<file path="src/hdl/dispatch_pkg.sv">
package dispatch_pkg;

  // Datapath sizes.
  localparam int insn_width    = 32;
  localparam int gpr_idx_width = 5;
  localparam int gpr_count     = 32;
  localparam int word_width    = 64;

  // Architectural register roles.
  localparam int link_reg = 30;
  localparam int zero_reg = 31;

  // Encoding held in the instruction register after reset.
  localparam logic [insn_width-1:0] nop_insn = 32'hd503_201f;

  // Decoded instructions.
  typedef enum logic [5:0] {
    // Loads, stores and moves.
    OP_STUR, OP_LDUR, OP_LDP, OP_STP,
    OP_MOVZ, OP_MOVK, OP_ADR, OP_ADRP,
    // Conditional selects.
    OP_CSINC, OP_CSINV, OP_CSNEG, OP_CSEL,
    // Integer arithmetic and logic.
    OP_ADD, OP_ADDS, OP_SUB, OP_SUBS,
    OP_ORN, OP_ORR, OP_EOR, OP_AND, OP_ANDS,
    OP_UBFM, OP_SBFM,
    // Control flow and system.
    OP_B, OP_B_COND, OP_BL, OP_BLR, OP_BR,
    OP_CBNZ, OP_CBZ, OP_RET, OP_NOP, OP_HLT,
    // Unknown encoding.
    OP_ERR
  } opcode_t;

  // Target functional unit.
  typedef enum logic {
    FU_ALU,
    FU_LS
  } fu_t;

  // Operation performed by the functional unit.
  typedef enum logic [3:0] {
    FU_OP_PLUS,
    FU_OP_MINUS,
    FU_OP_LDUR,
    FU_OP_STUR,
    FU_OP_OR,
    FU_OP_ORN,
    FU_OP_EOR,
    FU_OP_AND,
    FU_OP_UBFM,
    FU_OP_SBFM,
    FU_OP_MOV,
    FU_OP_CSEL,
    FU_OP_CSINC,
    FU_OP_CSINV,
    FU_OP_CSNEG
  } fu_op_t;

  // Arm condition codes, in encoding order.
  typedef enum logic [3:0] {
    COND_EQ, COND_NE, COND_CS, COND_CC,
    COND_MI, COND_PL, COND_VS, COND_VC,
    COND_HI, COND_LS, COND_GE, COND_LT,
    COND_GT, COND_LE, COND_AL, COND_NV
  } cond_t;

endpackage

</file>
<file path="src/hdl/insn_decoder.sv">
`timescale 1ns/1ns

module insn_decoder (
  input  logic [dispatch_pkg::insn_width-1:0] insnbits,
  output dispatch_pkg::opcode_t               opcode
);

  import dispatch_pkg::*;

  // First matching pattern wins.
  always_comb begin
    casez (insnbits)
      // Unscaled 64-bit store and load.
      32'b1111_1000_000?_????_????_00??_????_????: opcode = OP_STUR;
      32'b1111_1000_010?_????_????_00??_????_????: opcode = OP_LDUR;
      // Register pair load and store.
      32'b1010_1000_11??_????_????_????_????_????: opcode = OP_LDP;
      32'b1010_1001_00??_????_????_????_????_????: opcode = OP_STP;
      // Wide moves.
      32'b1101_0010_1???_????_????_????_????_????: opcode = OP_MOVZ;
      32'b1111_0010_1???_????_????_????_????_????: opcode = OP_MOVK;
      // PC-relative address, byte and page forms.
      32'b0??1_0000_????_????_????_????_????_????: opcode = OP_ADR;
      32'b1??1_0000_????_????_????_????_????_????: opcode = OP_ADRP;
      // Conditional selects, told apart by op and op2.
      32'b1001_1010_100?_????_????_01??_????_????: opcode = OP_CSINC;
      32'b1101_1010_100?_????_????_00??_????_????: opcode = OP_CSINV;
      32'b1101_1010_100?_????_????_01??_????_????: opcode = OP_CSNEG;
      32'b1001_1010_100?_????_????_00??_????_????: opcode = OP_CSEL;
      // Add and subtract, immediate and shifted register.
      32'b1001_0001_0???_????_????_????_????_????: opcode = OP_ADD;
      32'b1010_1011_000?_????_????_????_????_????: opcode = OP_ADDS;
      32'b1101_0001_0???_????_????_????_????_????: opcode = OP_SUB;
      32'b1110_1011_000?_????_????_????_????_????: opcode = OP_SUBS;
      // Logical operations.
      32'b1010_1010_001?_????_????_????_????_????: opcode = OP_ORN;
      32'b1010_1010_000?_????_????_????_????_????: opcode = OP_ORR;
      32'b1100_1010_000?_????_????_????_????_????: opcode = OP_EOR;
      32'b1001_0010_00??_????_????_????_????_????: opcode = OP_AND;
      32'b1110_1010_000?_????_????_????_????_????: opcode = OP_ANDS;
      // Bitfield moves, behind the shift aliases.
      32'b1101_0011_01??_????_????_????_????_????: opcode = OP_UBFM;
      32'b1001_0011_01??_????_????_????_????_????: opcode = OP_SBFM;
      // Immediate branches.
      32'b0001_01??_????_????_????_????_????_????: opcode = OP_B;
      32'b0101_0100_????_????_????_????_???0_????: opcode = OP_B_COND;
      32'b1001_01??_????_????_????_????_????_????: opcode = OP_BL;
      // Register branches.
      32'b1101_0110_0011_1111_0000_00??_???0_0000: opcode = OP_BLR;
      32'b1101_0110_0001_1111_0000_00??_???0_0000: opcode = OP_BR;
      // Compare and branch.
      32'b1011_0101_????_????_????_????_????_????: opcode = OP_CBNZ;
      32'b1011_0100_????_????_????_????_????_????: opcode = OP_CBZ;
      32'b1101_0110_0101_1111_0000_00??_???0_0000: opcode = OP_RET;
      // hint space, only the plain NOP
      32'b1101_0101_0000_0011_0010_0000_0001_1111: opcode = OP_NOP;
      32'b1101_0100_010?_????_????_????_???0_0000: opcode = OP_HLT;
      default:                                     opcode = OP_ERR;
    endcase
  end

endmodule

</file>
<file path="src/hdl/operand_extract.sv">
`timescale 1ns/1ns

module operand_extract (
  input  logic [dispatch_pkg::insn_width-1:0]    insnbits,
  input  dispatch_pkg::opcode_t                  opcode,
  output logic [dispatch_pkg::gpr_idx_width-1:0] dst,
  output logic [dispatch_pkg::gpr_idx_width-1:0] src1,
  output logic [dispatch_pkg::gpr_idx_width-1:0] src2,
  output logic [dispatch_pkg::word_width-1:0]    imm,
  output dispatch_pkg::cond_t                    cond
);

  import dispatch_pkg::*;

  // Register indices.
  always_comb begin
    case (opcode)
      OP_BL: dst = gpr_idx_width'(link_reg);
      OP_B, OP_BR, OP_B_COND, OP_BLR, OP_RET,
      OP_NOP, OP_HLT, OP_CBZ, OP_CBNZ, OP_STUR: dst = '0;
      default: dst = insnbits[4:0];
    endcase

    case (opcode)
      // Compare and branch tests Rt.
      OP_CBZ, OP_CBNZ: src1 = insnbits[4:0];
      OP_MOVZ, OP_MOVK, OP_ADR, OP_ADRP,
      OP_B, OP_B_COND, OP_BL, OP_NOP, OP_HLT: src1 = '0;
      default: src1 = insnbits[9:5];
    endcase

    case (opcode)
      // Store data comes from Rt.
      OP_STUR: src2 = insnbits[4:0];
      OP_ADDS, OP_SUBS, OP_ORN, OP_ORR, OP_EOR, OP_ANDS,
      OP_CSEL, OP_CSINC, OP_CSINV, OP_CSNEG: src2 = insnbits[20:16];
      default: src2 = '0;
    endcase
  end

  // Immediates are zero-extended.
  always_comb begin
    case (opcode)
      OP_LDUR, OP_STUR: imm = word_width'(insnbits[20:12]);
      OP_ADD, OP_SUB, OP_UBFM, OP_SBFM: imm = word_width'(insnbits[21:10]);
      OP_MOVZ, OP_MOVK: imm = word_width'(insnbits[20:5]);
      // immhi then immlo
      OP_ADR: imm = word_width'({insnbits[23:5], insnbits[30:29]});
      OP_ADRP: imm = word_width'({insnbits[23:5], insnbits[30:29], 12'h000});
      default: imm = '0;
    endcase
  end

  // Condition field sits in different places per class.
  always_comb begin
    case (opcode)
      OP_B_COND: cond = cond_t'(insnbits[3:0]);
      OP_CSEL, OP_CSINC, OP_CSINV, OP_CSNEG: cond = cond_t'(insnbits[15:12]);
      default: cond = COND_EQ;
    endcase
  end

endmodule

</file>
<file path="src/hdl/dispatch.sv">
`timescale 1ns/1ns

module dispatch (
  input  logic                                   in_clk,
  input  logic                                   in_rst,
  input  logic                                   in_stall,
  input  logic [dispatch_pkg::insn_width-1:0]    in_fetch_insnbits,
  input  logic                                   in_fetch_done,
  output logic                                   done,
  output dispatch_pkg::fu_t                      fu_id,
  output dispatch_pkg::fu_op_t                   fu_op,
  output logic                                   use_imm,
  output logic                                   set_nzcv,
  output logic                                   uses_nzcv,
  output logic [dispatch_pkg::gpr_idx_width-1:0] dst,
  output logic [dispatch_pkg::gpr_idx_width-1:0] src1,
  output logic [dispatch_pkg::gpr_idx_width-1:0] src2,
  output logic [dispatch_pkg::word_width-1:0]    imm,
  output dispatch_pkg::cond_t                    cond
);

  import dispatch_pkg::*;

  logic [insn_width-1:0] insnbits;
  opcode_t               opcode;
  logic                  accept;

  // Fetch holds its word while stalled.
  assign accept = in_fetch_done & ~in_stall;

  always_ff @(posedge in_clk) begin
    if (in_rst) begin
      insnbits <= nop_insn;
      done     <= 1'b0;
    end else begin
      done <= accept;
      if (accept) begin
        insnbits <= in_fetch_insnbits;
      end
    end
  end

  insn_decoder insn_decoder_i (
    .insnbits (insnbits),
    .opcode   (opcode)
  );

  operand_extract operand_extract_i (
    .insnbits (insnbits),
    .opcode   (opcode),
    .dst      (dst),
    .src1     (src1),
    .src2     (src2),
    .imm      (imm),
    .cond     (cond)
  );

  // Loads and stores go to the LS unit.
  assign fu_id = (opcode inside {OP_LDUR, OP_STUR, OP_LDP, OP_STP}) ? FU_LS : FU_ALU;

  always_comb begin
    case (opcode)
      OP_SUB, OP_SUBS:  fu_op = FU_OP_MINUS;
      OP_LDUR:          fu_op = FU_OP_LDUR;
      OP_STUR:          fu_op = FU_OP_STUR;
      OP_ORN:           fu_op = FU_OP_ORN;
      OP_ORR:           fu_op = FU_OP_OR;
      OP_EOR:           fu_op = FU_OP_EOR;
      OP_AND, OP_ANDS:  fu_op = FU_OP_AND;
      OP_UBFM:          fu_op = FU_OP_UBFM;
      OP_SBFM:          fu_op = FU_OP_SBFM;
      OP_MOVZ, OP_MOVK: fu_op = FU_OP_MOV;
      OP_CSEL:          fu_op = FU_OP_CSEL;
      OP_CSINC:         fu_op = FU_OP_CSINC;
      OP_CSINV:         fu_op = FU_OP_CSINV;
      OP_CSNEG:         fu_op = FU_OP_CSNEG;
      // Address generation and everything else adds.
      default:          fu_op = FU_OP_PLUS;
    endcase
  end

  assign use_imm = opcode inside {OP_LDUR, OP_STUR, OP_LDP, OP_STP, OP_MOVK, OP_MOVZ,
                                  OP_ADR, OP_ADRP, OP_ADD, OP_SUB, OP_AND,
                                  OP_UBFM, OP_SBFM};

  // Flag writers and flag readers.
  assign set_nzcv  = opcode inside {OP_ADDS, OP_SUBS, OP_ANDS};
  assign uses_nzcv = opcode inside {OP_B_COND, OP_CSEL, OP_CSINC, OP_CSINV, OP_CSNEG};

endmodule

</file>
<file path="config.mk">
export PLATFORM = sky130hd
export DESIGN_NAME = dispatch
export DESIGN_NICKNAME = d
export VERILOG_FILES = /design/src/hdl/dispatch_pkg.sv /design/src/hdl/insn_decoder.sv /design/src/hdl/operand_extract.sv /design/src/hdl/dispatch.sv
export SDC_FILE = /design/constraint.sdc
export NUM_CORES = 1
export LEC_CHECK = 0
export ABC_AREA = 1
export BUFFER_PORTS_ARGS = -buffer_cell sky130_fd_sc_hd__clkbuf_2
export CAP_MARGIN = 20
export CORE_ASPECT_RATIO = 0.5
export CORE_MARGIN = 1.5
export CORE_UTILIZATION = 26
export CTS_CLUSTER_DIAMETER = 30
export DETAILED_ROUTE_END_ITERATION = 10
export GPL_TIMING_DRIVEN = 0
export PLACE_DENSITY = 0.46
export SLEW_MARGIN = 20
export SYNTH_ARGS = -nofsm -noshare
export SYNTH_HDL_FRONTEND = slang
export SYNTH_SLANG_ARGS = --single-unit
</file>
<file path="constraint.sdc">
create_clock -name in_clk -period 7.35 [get_ports in_clk]
set_input_delay 1.1025 -clock in_clk [delete_from_list [all_inputs] [get_ports in_clk]]
set_output_delay 1.1025 -clock in_clk [all_outputs]
set_load 0.01 [all_outputs]
</file>
==> run summary <==
Die Area - 15100 um2
Synth top area share - 17.7%
post-CTS sizing - 0
WL/cell - 16.0 um
starting density of the core - 27.0%
antenna fix cells - 0
leading area contributor after synthesis - dfxtp_1
maximum fanout along the worst path - 8
DIE WIDTH - 172 um
WS Path Type - register to output pin
GP Congestion - 0.917
commonest non-fill, non-tap cell in the layout - nand2_1
Syn-to-layout area delta - 26.3%
clk_skew - 0 ns
CP delay by family, top - simple AND/OR/NAND/NOR gates
FFs w/ async S/R, synth - 0%
type of origin of the critical path - register
outcome - completed
YS warnings - 0
Layout Cells excl Fill - 976
Post-synth EDFFs - 0
post-CTS setup buffer count - 0
initial drt markers - 264
Total Routing Usage GR - 21.1%
worst skew pair latency - 0.28 ns
largest net degree at the start of global routing - 11
Max-cap violations - 0
max-slew violation count - 0
Rel. slew slack - 42.6%
Slew @ Worst Pin - 0.859 ns
H-tree Lvls - 2
Avg Vias per Cell - 4.77
Util after Layout - 34.1%
Leak - 2.52 nW
initial antenna violation count - 0
CTS clk-pin slew, worst paths - 0.06 ns
Inserted Clock Buffers - 5
synthesized flop and latch total - 33
sequential area share after synthesis - 17.7%
post-cts hold buffer count - 0
most frequent cells in the layout - nand2_1, nor2_1, clkbuf_2, inv_1, nand3_1
row cnt - 30
Vias - 4656
PnR Total Power - 0.646 mW
Mapped Cells - 651
slowest CP cell - nor4_1
Critical Path End Type - output pin
top cells by area in the synthesized netlist - dfxtp_1, nand2_1, nor2_1
Post-Route WL - 15.6 mm
WP data required - 6.25 ns
Root Driver - clkbuf_16
Die Y-Extent - 87.6 um
CTS max path bufs - 2
vias in the first global route - 4461
WP buf/inv - 2
slowest stage delay, CP - 0.62 ns
Placeable Area - 13800 um2
shortest period the worst path allows - 5.29 ns
first-pass GRT wire length - 24.2 mm
setup_tns - 0 ns
Synth Cell Area - 3720 um2
GR Overflow Total - 0
Hold Violations, Final - 0
HP Class - register to register
Tcrit/Tclk final - 72.0%
DRC errors left - 0
remaining antenna violation count - 0
Pwr Density - 137 nW/um2
Synth cell types - 34
Nets - 825
RSZ-0062 raised after global routing - false
CTS tree - yes
first-pass iteration count of the detailed router - 5
DP Cell Count - 969
port bufs - 96
CP cell instances - inv_2 > nand2_4 > nor2_2 > nand3_1 > nand2_1 > nor2_1 > nand3b_1 > nor4_1 > nand2_1 > ha_1 > nor2_1 > nand3_1 > nand3_1 > nand2_1 > nor2_2 > o22ai_1 > clkbuf_2
Final Setup Violations - 0
fmax - 0.189 GHz
clock sink total - 33
VDD IR max - 0.0000794 V
Detailed Place HPWL - 12.8 mm
Mean Syn Cell Area - 5.72 um2
layout cell share with drive strength beyond 1 - 25.6%
CP arrival - 4.19 ns
I/O pin cnt - 128
Main synth FF type - dfxtp_1
stage by stage:
step,hold WS [ns],setup WS [ns],area [um2]
detailed placement,0.562,2.44,4560
floorplan,0.482,3.64,3830
global placement,0.556,2.38,4560
finish,0.568,2.06,4700
CTS,0.571,2.13,4700
global route,0.598,1.69,4700
cell usage after synthesis, drive strengths merged, types with 9 or more instances:
library cell,count
nand2,186
clkbuf,9
dfxtp,33
inv,73
nand4,18
nor2,121
o211ai,20
nand3,62
o21ai,32
a21oi,27
o22ai,15
buf,39
logic make-up (layout without fill, tap and decap cells):
group                      Yosys count  in the layout  share of synthesized area, %
and+or+nand+nor                    394            394                          49.1
buffers and inverters              121            224                          16.1
AOI/OAI and AO/OA                   97             97                          15.3
DFF                                 33             33                          17.7
adders and majority gates            5              5                          1.68
other                                1             31                         0.101
worst min-delay path, cell delays in order, from the launching register on:
cell and delay, ns:
dfxtp_1 0.37, inv_1 0.09, a21oi_1 0.06
routing by layer:
layer / vias to the layer above / track usage [%] / wire length [um]
met5: - / 0 / 0
met4: 0 / 5.30 / 238
met3: 20 / 1.40 / 746
met2: 156 / 33.1 / 6500
met1: 2155 / 31.3 / 8140
li1: 2325 / - / -
worst paths after layout:
kind | endpoint | cells past startpoint | start | slack, ns
min | insnbits[6]$_SDFFE_PP0P_ | 2 | insnbits[6]$_SDFFE_PP0P_ | 0.57
max reg2reg | insnbits[4]$_SDFFE_PP1P_ | 2 | insnbits[4]$_SDFFE_PP1P_ | 6.33
min reg2reg | insnbits[6]$_SDFFE_PP0P_ | 2 | insnbits[6]$_SDFFE_PP0P_ | 0.57
max | src2[4] | 17 | insnbits[30]$_SDFFE_PP1P_ | 2.06
where the power goes:
group / total [mW] / internal (mW) / switching, mW
Clock: 0.214 / 0.133 / 0.0809
Sequential: 0.209 / 0.191 / 0.0178
Combinational: 0.223 / 0.0736 / 0.150
registers in the layout (all words and copies together), names as in the netlist:
name and count:
insnbits 32, done 1
area by class of cell:
type / count / area, um2
buffer: 48 / 322
clock buffer: 6 / 139
clock inverter: 1 / 7.51
fill: 1614 / 9070
inverter: 73 / 277
multi-input combinational: 527 / 2580
sequential: 33 / 661
tap: 192 / 240
timing repair buffer: 96 / 480
Power figures use the tool's default switching activity.
